### src/rtl/cache_geom_pkg.sv
package cache_geom_pkg;

    // two-way write-back data cache, 64 sets
    localparam int SET_BITS = 6;
    localparam int NUM_SETS = 1 << SET_BITS;
    localparam int NUM_WAYS = 2;

    // wide enough for every way of every set dirty at once (0..128)
    localparam int CNT_BITS = $clog2(NUM_SETS * NUM_WAYS + 1);

    // set index into the dirty table
    typedef logic [SET_BITS-1:0] set_idx_t;

    typedef logic [NUM_WAYS-1:0] way_mask_t;   // bit n is way n

    typedef logic [CNT_BITS-1:0] dirty_cnt_t;  // total dirty bits

endpackage

### src/rtl/flush_if_pkg.sv
package flush_if_pkg;

    // pipeline write into the dirty table
    // ways selects which bits change, dirty is the new value
    typedef struct packed {
        cache_geom_pkg::set_idx_t  set;
        cache_geom_pkg::way_mask_t ways;
        logic                      dirty;
    } mark_req_t;

    // writeback request toward memory
    // one per dirty set, ways holds the dirty mask of that set
    typedef struct packed {
        cache_geom_pkg::set_idx_t  set;
        cache_geom_pkg::way_mask_t ways;
    } wb_req_t;

    // apb register map, byte offsets on a 4-bit paddr
    localparam logic [3:0] REG_CTRL    = 4'h0;  // wr bit0 starts a flush
    localparam logic [3:0] REG_STATUS  = 4'h4;  // bit0 busy, 15:8 dirty count
    localparam logic [3:0] REG_FLUSHED = 4'h8;  // requests of the last flush

    // field positions inside the status word
    localparam int STATUS_BUSY_BIT = 0;
    localparam int STATUS_CNT_LSB  = 8;

endpackage

### src/rtl/dirty_table.sv
`timescale 1ns/1ps

module dirty_table (
    input  logic                       clk,
    input  logic                       rstn,
    input  logic                       mark_valid,
    input  logic                       mark_ready,
    input  flush_if_pkg::mark_req_t    mark,
    input  cache_geom_pkg::set_idx_t   lookup_set,
    output cache_geom_pkg::way_mask_t  lookup_dirty,
    input  cache_geom_pkg::set_idx_t   scan_set,
    output cache_geom_pkg::way_mask_t  scan_dirty,
    input  logic                       clear_valid,
    output cache_geom_pkg::dirty_cnt_t dirty_cnt
);
    import cache_geom_pkg::*;

    way_mask_t  dirty_q [NUM_SETS];  // one row per set
    logic       mark_fire;
    set_idx_t   wr_set;
    way_mask_t  old_bits;
    way_mask_t  set_bits;   // bits going 0 -> 1
    way_mask_t  clr_bits;   // bits going 1 -> 0
    logic [1:0] n_set;
    logic [1:0] n_clr;

    assign mark_fire = mark_valid && mark_ready;

    // clear from the flush walk wins over a pipeline mark
    assign wr_set   = clear_valid ? scan_set : mark.set;
    assign old_bits = dirty_q[wr_set];

    always_comb begin
        set_bits = '0;
        clr_bits = '0;
        if (clear_valid) begin
            clr_bits = old_bits;
        end else if (mark_fire) begin
            if (mark.dirty) begin
                set_bits = mark.ways & ~old_bits;  // re-mark of a dirty bit adds nothing
            end else begin
                clr_bits = mark.ways & old_bits;
            end
        end
    end

    assign n_set = {1'b0, set_bits[0]} + {1'b0, set_bits[1]};
    assign n_clr = {1'b0, clr_bits[0]} + {1'b0, clr_bits[1]};

    always_ff @(posedge clk) begin
        if (!rstn) begin
            for (int i = 0; i < NUM_SETS; i++) begin
                dirty_q[i] <= '0;
            end
            dirty_cnt <= '0;
        end else begin
            if (clear_valid || mark_fire) begin
                dirty_q[wr_set] <= (old_bits | set_bits) & ~clr_bits;
            end
            // only real transitions move the count
            dirty_cnt <= dirty_cnt + dirty_cnt_t'(n_set) - dirty_cnt_t'(n_clr);
        end
    end

    assign lookup_dirty = dirty_q[lookup_set];
    assign scan_dirty   = dirty_q[scan_set];  // read port for the flush walk

endmodule

### src/rtl/flush_ctrl.sv
`timescale 1ns/1ps

module flush_ctrl (
    input  logic                       clk,
    input  logic                       rstn,
    input  logic                       flush_start,
    output cache_geom_pkg::set_idx_t   scan_set,
    input  cache_geom_pkg::way_mask_t  scan_dirty,
    input  cache_geom_pkg::dirty_cnt_t dirty_cnt,
    output logic                       clear_valid,
    output logic                       push,
    output flush_if_pkg::wb_req_t      push_req,
    input  logic                       queue_full,
    output logic                       mark_ready,
    output logic                       busy,
    output logic                       flush_done,
    output cache_geom_pkg::dirty_cnt_t flushed_cnt
);
    import cache_geom_pkg::*;

    typedef enum logic [1:0] {
        IDLE   = 2'b00,
        SEARCH = 2'b01,
        ISSUE  = 2'b10,
        DONE   = 2'b11
    } state_t;

    state_t     state_q;
    state_t     state_d;
    set_idx_t   ptr_q;       // set under inspection
    logic [1:0] scan_bits;   // dirty bits in the current set
    dirty_cnt_t remain;      // count left once this set is cleared
    logic       last_set;
    logic       clean_step;  // search moves past a clean set

    assign scan_set  = ptr_q;
    assign scan_bits = {1'b0, scan_dirty[0]} + {1'b0, scan_dirty[1]};
    assign remain    = dirty_cnt - dirty_cnt_t'(scan_bits);
    assign last_set  = (ptr_q == set_idx_t'(NUM_SETS - 1));

    assign clean_step = (state_q == SEARCH) && (scan_dirty == '0) && !last_set;

    always_comb begin
        state_d = state_q;
        push    = 1'b0;
        case (state_q)
            IDLE: begin
                if (flush_start) begin
                    state_d = SEARCH;
                end
            end
            SEARCH: begin
                if (scan_dirty != '0) begin
                    state_d = ISSUE;
                end else if (last_set || dirty_cnt == '0) begin
                    state_d = DONE;  // nothing left, or walked off the end
                end
            end
            ISSUE: begin
                push = !queue_full;  // hold here while memory stalls
                if (push) begin
                    state_d = (last_set || remain == '0) ? DONE : SEARCH;
                end
            end
            DONE: begin
                state_d = IDLE;
            end
            default: begin
                state_d = IDLE;
            end
        endcase
    end

    // set is zeroed on the same edge its request enters the queue
    assign clear_valid = push;
    assign push_req    = '{set: ptr_q, ways: scan_dirty};

    always_ff @(posedge clk) begin
        if (!rstn) begin
            state_q     <= IDLE;
            ptr_q       <= '0;
            flushed_cnt <= '0;
        end else begin
            state_q <= state_d;
            if (state_q == IDLE && flush_start) begin
                ptr_q       <= '0;
                flushed_cnt <= '0;
            end else if (push) begin
                ptr_q       <= ptr_q + 1'b1;
                flushed_cnt <= flushed_cnt + 1'b1;
            end else if (clean_step) begin
                ptr_q <= ptr_q + 1'b1;
            end
        end
    end

    assign busy       = (state_q != IDLE);
    assign mark_ready = !busy;       // table is frozen for the walk
    assign flush_done = (state_q == DONE);

endmodule

### src/rtl/wb_queue.sv
`timescale 1ns/1ps

module wb_queue #(
    parameter int WB_DEPTH = 4
) (
    input  logic                  clk,
    input  logic                  rstn,
    input  logic                  push,
    input  flush_if_pkg::wb_req_t push_req,
    output logic                  queue_full,
    output logic                  wb_valid,
    output flush_if_pkg::wb_req_t wb_req,
    input  logic                  wb_ready
);
    import flush_if_pkg::*;

    localparam int PTR_W = (WB_DEPTH > 1) ? $clog2(WB_DEPTH) : 1;
    localparam int CNT_W = $clog2(WB_DEPTH + 1);

    wb_req_t          mem [WB_DEPTH];
    logic [PTR_W-1:0] wr_ptr;
    logic [PTR_W-1:0] rd_ptr;
    logic [CNT_W-1:0] count_q;   // entries held
    logic             push_ok;
    logic             pop;

    assign queue_full = (count_q == CNT_W'(WB_DEPTH));
    assign wb_valid   = (count_q != '0);
    assign wb_req     = mem[rd_ptr];  // head stays put until the transfer

    assign push_ok = push && !queue_full;
    assign pop     = wb_valid && wb_ready;

    always_ff @(posedge clk) begin
        if (push_ok) begin
            mem[wr_ptr] <= push_req;
        end
    end

    always_ff @(posedge clk) begin
        if (!rstn) begin
            wr_ptr  <= '0;
            rd_ptr  <= '0;
            count_q <= '0;
        end else begin
            if (push_ok) begin
                wr_ptr <= (wr_ptr == PTR_W'(WB_DEPTH - 1)) ? '0 : wr_ptr + 1'b1;
            end
            if (pop) begin
                rd_ptr <= (rd_ptr == PTR_W'(WB_DEPTH - 1)) ? '0 : rd_ptr + 1'b1;
            end
            case ({push_ok, pop})
                2'b10:   count_q <= count_q + 1'b1;
                2'b01:   count_q <= count_q - 1'b1;
                default: count_q <= count_q;  // both or neither
            endcase
        end
    end

endmodule

### src/rtl/apb_flush_regs.sv
`timescale 1ns/1ps

module apb_flush_regs (
    input  logic                       clk,
    input  logic                       rstn,
    input  logic                       psel,
    input  logic                       penable,
    input  logic                       pwrite,
    input  logic [3:0]                 paddr,
    input  logic [31:0]                pwdata,
    output logic [31:0]                prdata,
    output logic                       pready,
    output logic                       pslverr,
    input  logic                       busy,
    input  logic                       flush_done,
    input  cache_geom_pkg::dirty_cnt_t dirty_cnt,
    input  cache_geom_pkg::dirty_cnt_t flushed_cnt,
    output logic                       flush_start
);
    import cache_geom_pkg::*;
    import flush_if_pkg::*;

    dirty_cnt_t  flushed_q;  // REG_FLUSHED contents
    logic        access;
    logic        hit_ctrl;
    logic        hit_status;
    logic        hit_flushed;
    logic [31:0] status_word;

    // access phase, always one cycle since pready is tied high
    assign access = psel && penable;

    assign hit_ctrl    = (paddr == REG_CTRL);
    assign hit_status  = (paddr == REG_STATUS);
    assign hit_flushed = (paddr == REG_FLUSHED);

    assign pready  = 1'b1;
    assign pslverr = access && !(hit_ctrl || hit_status || hit_flushed);

    // a start written while a flush runs is dropped
    assign flush_start = access && pwrite && hit_ctrl && pwdata[0] && !busy;

    always_ff @(posedge clk) begin
        if (!rstn) begin
            flushed_q <= '0;
        end else if (flush_done) begin
            flushed_q <= flushed_cnt;
        end
    end

    always_comb begin
        status_word = '0;
        status_word[STATUS_BUSY_BIT] = busy;
        status_word[STATUS_CNT_LSB +: CNT_BITS] = dirty_cnt;
    end

    always_comb begin
        prdata = '0;  // CTRL reads back as zero
        if (hit_status) begin
            prdata = status_word;
        end else if (hit_flushed) begin
            prdata = 32'(flushed_q);
        end
    end

endmodule

### src/rtl/dcache_flush_top.sv
`timescale 1ns/1ps

module dcache_flush_top #(
    parameter int WB_DEPTH = 4
) (
    input  logic                      clk,
    input  logic                      rstn,
    input  logic                      mark_valid,
    input  flush_if_pkg::mark_req_t   mark,
    output logic                      mark_ready,
    input  cache_geom_pkg::set_idx_t  lookup_set,
    output cache_geom_pkg::way_mask_t lookup_dirty,
    output logic                      wb_valid,
    output flush_if_pkg::wb_req_t     wb_req,
    input  logic                      wb_ready,
    input  logic                      psel,
    input  logic                      penable,
    input  logic                      pwrite,
    input  logic [3:0]                paddr,
    input  logic [31:0]               pwdata,
    output logic [31:0]               prdata,
    output logic                      pready,
    output logic                      pslverr,
    output logic                      flush_done
);
    import cache_geom_pkg::*;
    import flush_if_pkg::*;

    set_idx_t   scan_set;
    way_mask_t  scan_dirty;
    dirty_cnt_t dirty_cnt;
    dirty_cnt_t flushed_cnt;
    wb_req_t    push_req;
    logic       flush_start;
    logic       clear_valid;
    logic       push;
    logic       queue_full;
    logic       busy;

    dirty_table u_table (
        .clk, .rstn,
        .mark_valid, .mark_ready, .mark,
        .lookup_set, .lookup_dirty,
        .scan_set, .scan_dirty, .clear_valid,
        .dirty_cnt
    );

    flush_ctrl u_ctrl (
        .clk, .rstn,
        .flush_start,
        .scan_set, .scan_dirty, .dirty_cnt, .clear_valid,
        .push, .push_req, .queue_full,
        .mark_ready, .busy, .flush_done, .flushed_cnt
    );

    wb_queue #(.WB_DEPTH(WB_DEPTH)) u_queue (
        .clk, .rstn,
        .push, .push_req, .queue_full,
        .wb_valid, .wb_req, .wb_ready
    );

    apb_flush_regs u_regs (
        .clk, .rstn,
        .psel, .penable, .pwrite, .paddr, .pwdata,
        .prdata, .pready, .pslverr,
        .busy, .flush_done, .dirty_cnt, .flushed_cnt,
        .flush_start
    );

endmodule

### config.mk
export PLATFORM = sky130hd
export DESIGN_NAME = dcache_flush_top
export DESIGN_NICKNAME = d
export VERILOG_FILES = /design/src/rtl/cache_geom_pkg.sv /design/src/rtl/flush_if_pkg.sv /design/src/rtl/dirty_table.sv /design/src/rtl/flush_ctrl.sv /design/src/rtl/wb_queue.sv /design/src/rtl/apb_flush_regs.sv /design/src/rtl/dcache_flush_top.sv
export SDC_FILE = /design/constraint.sdc
export NUM_CORES = 1
export LEC_CHECK = 0
export ABC_AREA = 0
export BUFFER_PORTS_ARGS = -buffer_cell sky130_fd_sc_hd__buf_2
export CAP_MARGIN = 20
export CORE_MARGIN = 10
export CORE_UTILIZATION = 40
export CTS_BUF_LIST = sky130_fd_sc_hd__clkbuf_8 sky130_fd_sc_hd__clkbuf_16
export DETAILED_ROUTE_END_ITERATION = 7
export GPL_ROUTABILITY_DRIVEN = 0
export PLACE_DENSITY_LB_ADDON = 0.08
export SYNTH_ARGS = -nofsm -noshare
export SYNTH_HDL_FRONTEND = slang
export SYNTH_SLANG_ARGS = --single-unit
### constraint.sdc
create_clock -name clk -period 7.4 [get_ports clk]
set_clock_uncertainty 0.1 [all_clocks]
set_input_delay 1.48 -clock clk [delete_from_list [all_inputs] [get_ports clk]]
set_output_delay 1.48 -clock clk [all_outputs]
set_load 0.01 [all_outputs]
Word-level counts from Yosys, hierarchy flattened:

Memory sizes are Yosys's and may differ from the RTL's. A register that Yosys moved wholly into a read port is not among the register bits.
Index checks and enable logic that the tools add are counted.

* add/sub/neg operators: 12
* eq/ne operators: 14
* muxes and demuxes: 34
* bitwise operators: 7
* reduce and logical (&&, ||, !) cells: 34

Operators with widths (number)
* $mux W6: 6
* $mux W2: 16
* $mux W32: 1
* $logic_not A8 Y1: 2
* $sub A8 B2 Y8: 2
* $logic_and A1 B1 Y1: 12
* $eq A2 B2 Y1 const B: 5
* $add A8 B1 Y8 const B: 1
* $add A8 B2 Y8: 1
* $mux W1: 8
* $mux W8: 1
* $pmux W2 S4: 1
* $reduce_bool A2 Y1: 4
* $add A1 B1 Y2: 3
* $add A6 B1 Y6 const B: 1
* $and A2 B2 Y2: 3
* $eq A6 B6 Y1 const B: 1
* $pmux W3 S2: 1
* $logic_or A1 B1 Y1: 5
* $add A2 B1 Y2 const B: 2
* $eq A2 B1 Y1 const B: 2
* $eq A4 B3 Y1 const B: 1
* $eq A4 B4 Y1 const B: 1
* $logic_not A1 Y1: 4
* other kinds (14): 17

* register bits: 39
* memory bits (writable): 160
* input bits: 58
* output and inout port bits: 47
* memories: 2

Memories
* u_table.dirty_q: words 64, bits a word 2, rd ports 3, clocked after memory_dff 1, write ports 64, line dirty_table.sv:18 `way_mask_t dirty_q [NUM_SETS];`
* u_queue.mem: words 4, bits a word 8, rd ports 1, clocked after memory_dff 1, write ports 1, line wb_queue.sv:20 `wb_req_t mem [WB_DEPTH];`

Depth between registers and ports, before layout:

An unclocked memory read counts as a cell.

* depth in word-level cells: 13
* mapped depth: 26
* gate-level depth less buffers: 22

Cells and area by module:

Synthesis repeated with hierarchy kept, for this count alone.

* cell total of the unflattened synthesis: 1166
* area total of the unflattened synthesis: 13484.2 µm²

By module, submodules not included
* dirty_table: instances 1, cells each 873, area each 10149.7 µm², sequential area each 4003.8 µm²
* wb_queue: instances 1, cells each 98, area each 1645.3 µm², sequential area each 1141.1 µm²
* flush_ctrl: instances 1, cells each 127, area each 1068.5 µm², sequential area each 320.3 µm²
* apb_flush_regs: instances 1, cells each 68, area each 620.6 µm², sequential area each 160.2 µm²

Worst setup path before layout:

OpenSTA, ideal clock, no wires.

* kind: input to register
* from: input mark[7] (netlist name)
* to: register u_table.dirty_cnt[7]
* arrival time: 5.665 ns
* data required time: 7.185 ns
* slack: 1.520 ns
* stages: 20
* path buffers: 1
* cells stage by stage: clkbuf_1 -> inv_1 -> o41ai_1 -> o221ai_1 -> and4_1 -> nand4_2 -> nand2_1 -> fa_1 -> inv_1 -> fa_1 -> ha_1 -> fa_1 -> a21oi_1 -> nor2_1 -> nor2_1 -> nor2_1 -> nor2_1 -> o21bai_1 -> xnor2_1 -> and2_1

* word-level cells in the longest chain between the ends: 10

RTL lines
* from (decl): line dcache_flush_top.sv:9 `input flush_if_pkg::mark_req_t mark,`
* $mux W6 (*): line dirty_table.sv:30 `assign wr_set = clear_valid ? scan_set : mark.set;`
* $mem_v2 Z64 W2 (*)
* $not A2 Y2: line dirty_table.sv:40 `set_bits = mark.ways & ~old_bits;`
* $and A2 B2 Y2: line dirty_table.sv:40
* $mux W2: line dirty_table.sv:39 `if (mark.dirty) begin`
* $mux W2: line dirty_table.sv:38 `end else if (mark_fire) begin`
* $mux W2: line dirty_table.sv:36 `if (clear_valid) begin`
* $add A1 B1 Y2: line dirty_table.sv:47 `assign n_set = {1'b0, set_bits[0]} + {1'b0, set_bits[1]};`
* $add A8 B2 Y8: line dirty_table.sv:61 `dirty_cnt <= dirty_cnt + dirty_cnt_t'(n_set) - dirty_cnt_t'(n_clr);`
* $sub A8 B2 Y8 (*): line dirty_table.sv:61
* to (signal assigned): line dirty_table.sv:61
* to (decl): line dirty_table.sv:14 `output cache_geom_pkg::dirty_cnt_t dirty_cnt`

Mark *: on every way between the ends. The rest lies on a longest branch, timed or not.
A chain may end at the register's enable or synchronous reset.

Final worst setup path:

* from: register u_ctrl.state_q[0]
* to: register u_table.dirty_cnt[7]

* word-level cells in the longest chain between the ends: 12

RTL lines
* from (decl): line flush_ctrl.sv:28 `state_t state_q;`
* from (signal assigned): line flush_ctrl.sv:84 `state_q <= state_d;`
* $eq A2 B2 Y1: line flush_ctrl.sv:46 `case (state_q)`
* $mux W1: line flush_ctrl.sv:46
* $mux W6: line dirty_table.sv:30
* $mem_v2 Z64 W2
* $not A2 Y2: line dirty_table.sv:40
* $and A2 B2 Y2: line dirty_table.sv:40
* $mux W2: line dirty_table.sv:39
* $mux W2: line dirty_table.sv:38
* $mux W2: line dirty_table.sv:36
* $add A1 B1 Y2: line dirty_table.sv:47
* $add A8 B2 Y8: line dirty_table.sv:61
* $sub A8 B2 Y8 (*): line dirty_table.sv:61

Marks and branches as above.

==> metrics.txt <==
status=complete, no violations; final hold vios=0; Mapped Area=13,100 um^2; Synth Register Bits=207; met2 routed WL=19,100 um; Setup WS post-layout=1.18 ns; fmax=161 MHz; M1 wire length=17,400 um; Total GRT Usage=20.3%; Worst Tran Pin Value=1.17 ns; worst hold path type=reg -> reg; Routed wire per std cell=25.5 um; vias per cell=6.10; final antenna-violating net count=0; Placed Area=13,600 um^2; Yosys cell types=85; DR DRC count=0; ys flop type=edfxtp_1; die area=40,300 um^2; Async S/R FF share, synth=0%; Port Buf Inserts=56; Site Rows=66; Worst VDD drop=0.141 mV; commonest non-fill, non-tap cells in the layout=edfxtp_1 (160), nand2_1 (119), nor2_1 (116); I/O pins=105; Area Overhead vs Synth=9.91%; CTS Buffer Depth=3; die span in y=201 um; setup repair after global routing missed its margin=false; max cap viols=0; Layout Cell Area excl Fill=14,300 um^2; nets=1,267; Worst setup SP type=flip-flop; sequential cell area fraction in the yosys report=44.0%; WL final=41,800 um; met3 wire length=3560 um; leakage power=4.99 nW; fin crit share=84.1%; ANT cells=0; Root Buffer=clkbuf_16; Worst Hold Depth=2; DR iter-0 viols=1,161; setup bufs post-CTS=0; relative slew slack=19.7%; CP endpoint kind=flip-flop; Initial Util=40.3%; grt ovf=0; Inst Count DP=1,590; cts repair resizes=0; synth warn=0; Post-Synthesis Cells=1,159; setup slack at placement=0.888 ns; CP max FO=22; DR pass1 iterations=8; largest net degree at the start of global routing=65; Avg Cell Area, Syn=11.3 um^2; CTS tree=built; core area=32,400 um^2; Crit path arrival time=6.54 ns; cells on worst reg2reg path=23; uppermost layer routed=met4; via count=9,979; Post-CTS Hold Buffers=0; wire length of the first global-routing pass=63,400 um; post-layout minimum cycle time=6.22 ns; CTS clk-pin slew, worst paths=0.06 ns; Setup Crit Path Kind=reg -> reg; layout cells sized above 1=22.8%; Num CTS Buffers=25; worst hold slack=0.361 ns; chip width=201 um; total power draw=3.02 mW; initial antenna violation count=0; Core Util, Final=44.3%; Clock Sinks=207; Fin Setup TNS=0 ns; HPWL after DPL=29,600 um; Final Slew Violations=0; vias in the first global route=9,718; PD cells=210 nW/um^2; Non-Filler Instances=1,636; clk_lat worst skew=0.53 ns; setup violators final=0; most common cell after layout, fill and taps aside=edfxtp_1; critical path required time=7.72 ns; CTS H-tree depth=1; EDFF count, synth=160
## cell usage after synthesis, types with 4 or more instances
cell type	number	area [um^2]
buf_2	17	85.1
xor2_1	11	96.3
or3_1	10	62.6
mux4_2	92	2070
nand2_1	119	447
o21ai_0	52	260
nor2b_1	9	56.3
clkbuf_1	48	180
xnor2_1	11	96.3
buf_6	10	113
and3_1	24	150
a21oi_1	26	130
a21boi_0	11	82.6
o211ai_1	9	67.6
mux2i_1	8	80.1
a31oi_1	9	56.3
a211oi_1	10	75.1
buf_4	23	173
o21bai_1	6	45.0
o32ai_1	5	43.8
fa_1	5	100
buf_1	12	45.0
dfxtp_1	47	941
inv_1	31	116
ha_1	27	338
o31ai_1	9	67.6
nor3_1	42	210
nor2_1	116	435
nor3_2	31	310
edfxtp_1	160	4800
nor4_1	5	31.3
nand4_1	10	62.6
o221ai_1	7	61.3
and2_1	27	169
nand2b_1	9	56.3
o22ai_1	18	113
and4_1	4	35.0
nand3_1	13	65.1
## kinds of logic (layout without fill, tap and decap cells)
| logic type | Yosys count | after routing | synth area share [%] |
|---|---|---|---|
| and+or+nand+nor | 438 | 438 | 17.3 |
| AOI/OAI and AO/OA | 212 | 212 | 11.3 |
| DFF | 207 | 207 | 44.0 |
| buffers and inverters | 143 | 163 | 5.51 |
| muxes | 103 | 103 | 16.9 |
| adders and majority gates | 32 | 32 | 3.36 |
| xor gates and xnor gates | 22 | 22 | 1.48 |
| other | 2 | 17 | 0.0575 |
## routing by layer
layer,vias to the layer above,GRT usage (%)
li1,4420,-
met2,463,31.8
met4,0,7.38
met5,-,0
met3,116,4.52
met1,4980,27.0
## path summary, 6_finish.rpt
kind	slack, ns	startpoint	to
max	1.18	u_ctrl.state_q[0]	u_table.dirty_cnt[7]
min	0.36	u_regs.flushed_q[5]	u_regs.flushed_q[5]
max reg2reg	1.18	u_ctrl.state_q[0]	u_table.dirty_cnt[7]
min reg2reg	0.36	u_regs.flushed_q[5]	u_regs.flushed_q[5]
## power by group
part	leakage (nW)	switching (mW)	internal, mW	total [mW]
logic	2.61	0.324	0.213	0.538
clock network	0.386	0.483	0.664	1.15
registers	2.00	0.0449	1.29	1.33
## sequential cells by signal, summed over array words and instances, names as in the netlist, named ones only
name / flops
u_queue.count_q: 3
u_ctrl.flushed_cnt: 8
u_ctrl.state_q: 2
u_ctrl.scan_set: 6
u_queue.rd_ptr: 2
u_table.dirty_cnt: 8
u_regs.flushed_q: 8
u_queue.wr_ptr: 2
u_queue.mem: 32
u_table.dirty_q: 128
## layout make-up
class                           count  area, um^2
Sequential cell                   207        5750
Timing Repair Buffer               86         509
Clock inverter                     17         106
Clock buffer                       27         653
Fill cell                        3102       18000
Tap cell                          442         553
Inverter                           33         124
Multi-Input combinational cell    824        6650
## worst max-delay path, cell delays in order (launching register included)
cell and delay, ns:
dfxtp_1 0.30, buf_4 0.17, nand2b_4 0.30, nor2_4 0.05
inv_2 0.44, mux2i_1 1.02, o22a_1 0.25, nor2_1 0.05
o41ai_1 0.74, nand4_2 0.36, nor2_1 0.22, fa_1 0.17
inv_1 0.05, fa_1 0.35, ha_1 0.24, fa_1 0.44
a21oi_1 0.15, nor2_1 0.06, nor2_1 0.14, nor2_1 0.06
nor2_1 0.09, o21bai_1 0.08, xnor2_1 0.12, and2_1 0.15
No activity file was read; power rests on OpenSTA's default activity.
